## src/source/joiner_params.svh

```systemverilog
`ifndef JOINER_PARAMS_SVH
`define JOINER_PARAMS_SVH

// Number of input stream channels
`define JOIN_CHANNELS 3

// Stream data width in bits
`define JOIN_DATA_WIDTH 16

// One keep bit per data byte
`define JOIN_KEEP_WIDTH 2

// Width of an encoded channel index
`define JOIN_SEL_WIDTH(n) (((n) > 1) ? $clog2(n) : 1)

`endif

```

## src/source/join_ctrl_pkg.sv

```systemverilog
package join_ctrl_pkg;

  // Join controller states
  typedef enum logic [1:0] {
    st_idle  = 2'd0,
    st_oper  = 2'd1,
    st_error = 2'd2,
    st_end   = 2'd3
  } join_state_e;

endpackage

```

## src/source/arb_pkg.sv

```systemverilog
package arb_pkg;

  // Arbiter states
  typedef enum logic {
    arb_idle = 1'b0,
    // Grant stays fixed for a whole packet
    arb_hold = 1'b1
  } arb_state_e;

endpackage

```

## src/source/packet_arbiter.sv

```systemverilog
`timescale 1ns/10ps
`include "joiner_params.svh"

module packet_arbiter #(
  parameter int CHANNELS = `JOIN_CHANNELS,
  localparam int IDX_W = `JOIN_SEL_WIDTH(CHANNELS)
) (
  input  logic                clk,
  input  logic                int_rst,
  input  logic                restart,
  input  logic [CHANNELS-1:0] request,
  input  logic [CHANNELS-1:0] acknowledge,
  output logic [CHANNELS-1:0] grant,
  output logic                grant_valid,
  output logic [IDX_W-1:0]    grant_index
);

  arb_pkg::arb_state_e state;

  // Channel where the next search begins
  logic [IDX_W-1:0]    search_base;

  logic                pick_found;
  logic [IDX_W-1:0]    pick_index;
  logic [CHANNELS-1:0] pick_onehot;
  logic [IDX_W-1:0]    next_base;

  // Round-robin search, wrapping past the top channel
  always_comb begin
    int idx;
    pick_found = 1'b0;
    pick_index = '0;
    for (int i = 0; i < CHANNELS; i++) begin
      idx = (int'(search_base) + i) % CHANNELS;
      if (!pick_found && request[idx]) begin
        pick_found = 1'b1;
        pick_index = IDX_W'(idx);
      end
    end
  end

  assign pick_onehot = CHANNELS'(1) << pick_index;
  assign next_base   = (int'(pick_index) == CHANNELS - 1) ? '0 : pick_index + 1'b1;
  assign grant_valid = (state == arb_pkg::arb_hold);

  always_ff @(posedge clk) begin
    if (int_rst || restart) begin
      state       <= arb_pkg::arb_idle;
      grant       <= '0;
      grant_index <= '0;
      search_base <= '0;
    end else begin
      case (state)
        arb_pkg::arb_idle: begin
          if (pick_found) begin
            state       <= arb_pkg::arb_hold;
            grant       <= pick_onehot;
            grant_index <= pick_index;
            search_base <= next_base;
          end
        end
        arb_pkg::arb_hold: begin
          // Release once the granted packet has ended
          if (|(acknowledge & grant)) begin
            state <= arb_pkg::arb_idle;
            grant <= '0;
          end
        end
        default: begin
          state <= arb_pkg::arb_idle;
          grant <= '0;
        end
      endcase
    end
  end

  grant_onehot_a: assert property (@(posedge clk) disable iff (int_rst)
    $onehot0(grant) && ((grant != '0) == grant_valid));

endmodule

```

## src/source/stream_mux.sv

```systemverilog
`timescale 1ns/10ps
`include "joiner_params.svh"

module stream_mux #(
  parameter int CHANNELS   = `JOIN_CHANNELS,
  parameter int DATA_WIDTH = `JOIN_DATA_WIDTH,
  parameter int KEEP_WIDTH = `JOIN_KEEP_WIDTH,
  localparam int SEL_W     = `JOIN_SEL_WIDTH(CHANNELS)
) (
  input  logic [CHANNELS*DATA_WIDTH-1:0] s_tdata,
  input  logic [CHANNELS*KEEP_WIDTH-1:0] s_tkeep,
  input  logic [CHANNELS-1:0]            s_tvalid,
  input  logic [CHANNELS-1:0]            s_tlast,
  output logic [CHANNELS-1:0]            s_tready,
  input  logic                           enable,
  input  logic [SEL_W-1:0]               select,
  output logic [DATA_WIDTH-1:0]          m_tdata,
  output logic [KEEP_WIDTH-1:0]          m_tkeep,
  output logic                           m_tvalid,
  output logic                           m_tlast,
  input  logic                           m_tready
);

  logic sel_ok;

  // Guard against an index past the last channel
  assign sel_ok = enable && (int'(select) < CHANNELS);

  always_comb begin
    m_tdata  = '0;
    m_tkeep  = '0;
    m_tvalid = 1'b0;
    m_tlast  = 1'b0;
    s_tready = '0;

    if (sel_ok) begin
      m_tdata  = s_tdata[select*DATA_WIDTH +: DATA_WIDTH];
      m_tkeep  = s_tkeep[select*KEEP_WIDTH +: KEEP_WIDTH];
      m_tvalid = s_tvalid[select];
      m_tlast  = s_tlast[select];
      // Back-pressure reaches the selected source only
      s_tready[select] = m_tready;
    end

    valid_needs_enable_a: assert (!m_tvalid || enable);
  end

endmodule

```

## src/source/packet_joiner.sv

```systemverilog
`timescale 1ns/10ps
`include "joiner_params.svh"

module packet_joiner (
  input  logic                                        clk,
  input  logic                                        int_rst,
  input  logic                                        abort,
  input  logic                                        op_start,
  input  logic [`JOIN_CHANNELS-1:0]                   use_channels,
  input  logic [`JOIN_CHANNELS*`JOIN_DATA_WIDTH-1:0]  s_tdata,
  input  logic [`JOIN_CHANNELS*`JOIN_KEEP_WIDTH-1:0]  s_tkeep,
  input  logic [`JOIN_CHANNELS-1:0]                   s_tvalid,
  input  logic [`JOIN_CHANNELS-1:0]                   s_tlast,
  output logic [`JOIN_CHANNELS-1:0]                   s_tready,
  output logic [`JOIN_DATA_WIDTH-1:0]                 m_tdata,
  output logic [`JOIN_KEEP_WIDTH-1:0]                 m_tkeep,
  output logic                                        m_tvalid,
  output logic                                        m_tlast,
  input  logic                                        m_tready,
  output logic                                        op_busy,
  output logic                                        op_complete,
  output logic                                        op_error,
  output logic                                        beat_xfer
);

  localparam int CHANNELS = `JOIN_CHANNELS;
  localparam int SEL_W    = `JOIN_SEL_WIDTH(`JOIN_CHANNELS);

  join_ctrl_pkg::join_state_e state, state_next;

  // Channels still waiting to be sent
  logic [CHANNELS-1:0] mask_reg;

  logic [CHANNELS-1:0] grant;
  logic                grant_valid;
  logic [SEL_W-1:0]    grant_index;

  logic [CHANNELS-1:0] s_tvalid_gated;
  logic [CHANNELS-1:0] acknowledge;
  logic                mux_tlast;
  logic                last_packet;
  logic                final_xfer;
  logic                start_ok;

  assign s_tvalid_gated = s_tvalid & mask_reg;
  assign acknowledge    = s_tlast & s_tvalid_gated & s_tready & grant;

  // Nothing left in the mask besides the channel on the bus
  assign last_packet = ((mask_reg & ~grant) == '0);
  assign m_tlast     = mux_tlast && last_packet;
  assign final_xfer  = m_tvalid && m_tready && m_tlast;

  assign start_ok = op_start && (state == join_ctrl_pkg::st_idle ||
                                 state == join_ctrl_pkg::st_end);

  always_comb begin
    state_next = state;
    case (state)
      join_ctrl_pkg::st_idle, join_ctrl_pkg::st_end: begin
        state_next = join_ctrl_pkg::st_idle;
        if (op_start) begin
          state_next = (use_channels != '0) ? join_ctrl_pkg::st_oper : join_ctrl_pkg::st_error;
        end
      end
      join_ctrl_pkg::st_oper: begin
        if (final_xfer) begin
          state_next = join_ctrl_pkg::st_end;
        end
      end
      default: begin
        state_next = join_ctrl_pkg::st_idle;
      end
    endcase
    // Abort wins over everything
    if (abort) begin
      state_next = join_ctrl_pkg::st_idle;
    end
  end

  always_ff @(posedge clk) begin
    if (int_rst) begin
      state     <= join_ctrl_pkg::st_idle;
      mask_reg  <= '0;
      beat_xfer <= 1'b0;
    end else begin
      state     <= state_next;
      beat_xfer <= m_tvalid && m_tready;
      if (abort) begin
        mask_reg <= '0;
      end else if (start_ok) begin
        mask_reg <= use_channels;
      end else begin
        // Drop each channel once its packet is done
        mask_reg <= mask_reg & ~acknowledge;
      end
    end
  end

  // Status decoded from the registered state
  assign op_busy     = (state == join_ctrl_pkg::st_oper);
  assign op_complete = (state == join_ctrl_pkg::st_end);
  assign op_error    = (state == join_ctrl_pkg::st_error);

  packet_arbiter #(
    .CHANNELS (CHANNELS)
  ) arbiter_inst (
    .clk         (clk),
    .int_rst     (int_rst),
    .restart     ((state == join_ctrl_pkg::st_end) || abort),
    .request     (mask_reg),
    .acknowledge (acknowledge),
    .grant       (grant),
    .grant_valid (grant_valid),
    .grant_index (grant_index)
  );

  stream_mux #(
    .CHANNELS   (CHANNELS),
    .DATA_WIDTH (`JOIN_DATA_WIDTH),
    .KEEP_WIDTH (`JOIN_KEEP_WIDTH)
  ) mux_inst (
    .s_tdata  (s_tdata),
    .s_tkeep  (s_tkeep),
    .s_tvalid (s_tvalid_gated),
    .s_tlast  (s_tlast),
    .s_tready (s_tready),
    .enable   (grant_valid),
    .select   (grant_index),
    .m_tdata  (m_tdata),
    .m_tkeep  (m_tkeep),
    .m_tvalid (m_tvalid),
    .m_tlast  (mux_tlast),
    .m_tready (m_tready)
  );

  status_exclusive_a: assert property (@(posedge clk) disable iff (int_rst)
    !(op_complete && op_error));

  // The arbiter grant must never reach a channel already dropped
  ready_in_mask_a: assert property (@(posedge clk) disable iff (int_rst)
    (s_tready & ~mask_reg) == '0);

endmodule

```

## config.mk

```make
export PLATFORM = sky130hd
export DESIGN_NAME = packet_joiner
export DESIGN_NICKNAME = d
export VERILOG_FILES = /design/src/source/join_ctrl_pkg.sv /design/src/source/arb_pkg.sv /design/src/source/packet_arbiter.sv /design/src/source/stream_mux.sv /design/src/source/packet_joiner.sv
export VERILOG_INCLUDE_DIRS = /design/src /design/src/source
export SDC_FILE = /design/constraint.sdc
export NUM_CORES = 1
export LEC_CHECK = 0
export ABC_AREA = 1
export BUFFER_PORTS_ARGS = -buffer_cell sky130_fd_sc_hd__buf_2
export CAP_MARGIN = 40
export CELL_PAD_IN_SITES_DETAIL_PLACEMENT = 2
export CELL_PAD_IN_SITES_GLOBAL_PLACEMENT = 2
export CORE_UTILIZATION = 19
export CTS_CLUSTER_SIZE = 10
export DETAILED_ROUTE_END_ITERATION = 12
export PLACE_DENSITY = 0.81
export SLEW_MARGIN = 10
export SYNTH_ARGS = -nofsm -noshare
export SYNTH_HDL_FRONTEND = slang
export SYNTH_SLANG_ARGS = --single-unit
```

## constraint.sdc

```tcl
create_clock -name clk -period 2.2 [get_ports clk]
set_input_delay 0.11 -clock clk [delete_from_list [all_inputs] [get_ports clk]]
set_output_delay 0.11 -clock clk [all_outputs]
set_load 0.1 [all_outputs]
```

==> flow_metrics.env <==
export IMPL_status="finished clean"
export IMPL_power_frac_comb=0.520
export IMPL_start_util=0.199
export IMPL_swShare=0.467
export IMPL_synth_main_ff_cell="dfxtp_1"
export IMPL_syn_avg_cell_area_um2=5.35
export IMPL_drtAntennaViolNets=0
export IMPL_fmax_mhz=509
export IMPL_clk_pin_slew_ns=0.07
export IMPL_path_class="reg2out"
export IMPL_ys_seq_elements=14
export IMPL_setup_viol=0
export IMPL_yosysTopAreaCell="nand2_1"
export IMPL_syn_nets=350
export IMPL_ctsHoldBuffers=0
export IMPL_power_frac_seq=0.252
export IMPL_power_switching_mw=0.538
export IMPL_period_share=0.893
export IMPL_crit_path_cell_trace="nand2_1, clkinv_2, nand2_1, nand3_1, nand2_1, inv_1, buf_2"
export IMPL_num_antenna_cells=0
export IMPL_clock_latency_ns=0.25
export IMPL_numCtsBuffers=3
export IMPL_fin_setup_tns_ns=0
export IMPL_io_pins=95
export IMPL_crit_path_start_kind="flop"
export IMPL_place_gp_congestion=0.780
export IMPL_grt_busiest_layer="met2"
export IMPL_crit_top_cell="nand2_1"
export IMPL_cts_buffer_depth=2
export IMPL_peakVddDrop_uv=200
export IMPL_hold_violations=0
export IMPL_internal_power_mw=0.614
export IMPL_required_ns=2.09
export IMPL_p_leak_nw=1.27
export IMPL_postPlaceCellArea_um2=2200
export IMPL_power_frac_clock=0.228
export IMPL_async_reset_ff_frac=0
export IMPL_areaGrowthSynthToFinish_pct=53.2
export IMPL_synth_cells=275
export IMPL_numPortBuffers=94
export IMPL_wl_per_cell_um=13.8
export IMPL_drive_gt1_frac=0.317
export IMPL_synth_edf_count=0
export IMPL_wl_um=6460
export IMPL_ys_types=24
export IMPL_power_density_nw_per_um2=512
export IMPL_synth_common_cells="nand2_1 (112), inv_1 (44), nand3_1 (39)"
export IMPL_die_x_um=90.0
export IMPL_grt_pass1_wl_um=10600
export IMPL_drt_iter0_drc=44
export IMPL_rsz0062_at_grt="no"
export IMPL_synth_area_um2=1470
export IMPL_yosysMostFrequentCell="nand2_1"
export IMPL_root_buffer="clkbuf_8"
export IMPL_synth_warnings=0
export IMPL_drt_pass1_iterations=4
export IMPL_slowest_stage="dfxtp_1"
export IMPL_core_region_area_um2=7370
export IMPL_use_met1=0.189
export IMPL_grt_overflow=0
export IMPL_use_met3=0.0245
export IMPL_grt_pass1_vias=2278
export IMPL_finalClockSkew_ns=0.00371
export IMPL_globalRouteMet2Util=0.304
export IMPL_dieHeight_um=90.0
export IMPL_worst_pin_slew_ns=0.493
export IMPL_cap_violations=0
export IMPL_grt_max_degree=21
export IMPL_drc=0
export IMPL_finalInstanceArea_um2=2250
export IMPL_via_per_inst=4.51
export IMPL_layout_nets=445
export IMPL_slew_headroom=0.674
export IMPL_cp_max_fo=18
export IMPL_hp_class="in2reg"
export IMPL_dpl_hpwl_um=5430
export IMPL_min_period_ns=1.97
export IMPL_yosysTopAreaCellShare=0.286
export IMPL_die_area_um2=8090
export IMPL_ys_seq_area_frac=0.191
export IMPL_grt_use_total=0.159
export IMPL_rows=31
export IMPL_synth_area_leaders="nand2_1 (29%), dfxtp_1 (19%), nand3_1 (13%)"
export IMPL_crit_path_end_kind="primary output"
export IMPL_cp_arrival_ns=1.86
export IMPL_tritoncts="built"
export IMPL_grt_antenna_before_repair=0
export IMPL_slowest_delay_ns=0.48
export IMPL_numClockSinks=14
export IMPL_drv_slew=0
export IMPL_routed_via_count=2109
export IMPL_cts_setup_buffers=0
export IMPL_h_tree_depth=1
kinds of logic after synthesis:
group / share of synthesized area
simple gates: 0.500
buf+inv: 0.154
fa+ha+maj: 0.0596
compound gates: 0.0962
flops: 0.191
final cells by class:
type / count / area [µm²]
flip-flops and latches: 14 / 280
well taps: 99 / 124
multi-input cells: 206 / 968
inverters: 48 / 181
clock buffers: 4 / 55.1
repair buffers: 97 / 643
fillers: 949 / 5120
metal layers:
layer	vias up	routed length [µm]
met4	0	39
met1	997	2910
met3	6	293
met2	68	3210
li1	1038	-
met5	-	0
worst paths after layout:
kind	from	endpoint	slack, ns	cells past startpoint
max	arbiter_inst.grant_index[1]$_SDFFE_PP0P_	m_tdata[6]	0.23	7
max reg2reg	arbiter_inst.search_base[0]$_SDFFE_PP0P_	arbiter_inst.grant[1]$_SDFFE_PP0P_	0.25	10
min reg2reg	arbiter_inst.grant[0]$_SDFFE_PP0P_	arbiter_inst.grant[0]$_SDFFE_PP0P_	0.51	2
min	int_rst	beat_xfer$_SDFF_PP0_	0.04	2
critical path: cells and delay by family (launching register included):
family / cells / cell delay [ns]
flops: 1 / 0.48
buf+inv: 3 / 0.70
simple gates: 4 / 0.42
metrics by stage:
step	utilization	hold slack, ns	power, mW	worst slack (ns)	std cells
detailed placement	0.298	0.307	0.901	0.202	464
global placement	0.298	0.309	0.881	0.362	464
finish	0.306	0.0439	1.15	0.235	468
global route	0.306	0.0485	1.23	0.0406	468
floorplan	-	0.187	0.702	0.0843	275
CTS	0.306	0.0411	1.17	0.190	468
power by group through the flow:
stage	Combinational (mW)	Sequential, mW	Clock [mW]
3_5_place_dp	0.605	0.296	0
3_3_place_gp	0.586	0.295	0
6_report	0.600	0.290	0.263
5_1_grt	0.650	0.294	0.287
4_1_cts	0.608	0.291	0.269
2_1_floorplan	0.413	0.290	0
what timing repair did:
action	4_1_cts	5_1_grt
endpoints found under the setup margin	10	0
resized for setup	1	0
endpoints found under the hold margin	0	0
cells in the final DEF (no fill, tap or decap):
master / instances
nor2_1: 12
dfxtp_1: 14
clkbuf_8: 4
nand4_1: 2
nor3_1: 2
clkinv_2: 1
a21oi_1: 11
a21oi_2: 2
and3_1: 1
buf_4: 3
nor2_2: 5
o21ai_0: 4
ha_1: 7
buf_12: 10
inv_1: 44
nand3_1: 39
buf_2: 84
nand2_1: 112
a22oi_1: 1
inv_2: 3
nand2_2: 3
o21ai_1: 2
a21oi_4: 1
o21ai_2: 1
o22ai_1: 1
Power figures use the tool's default switching activity.
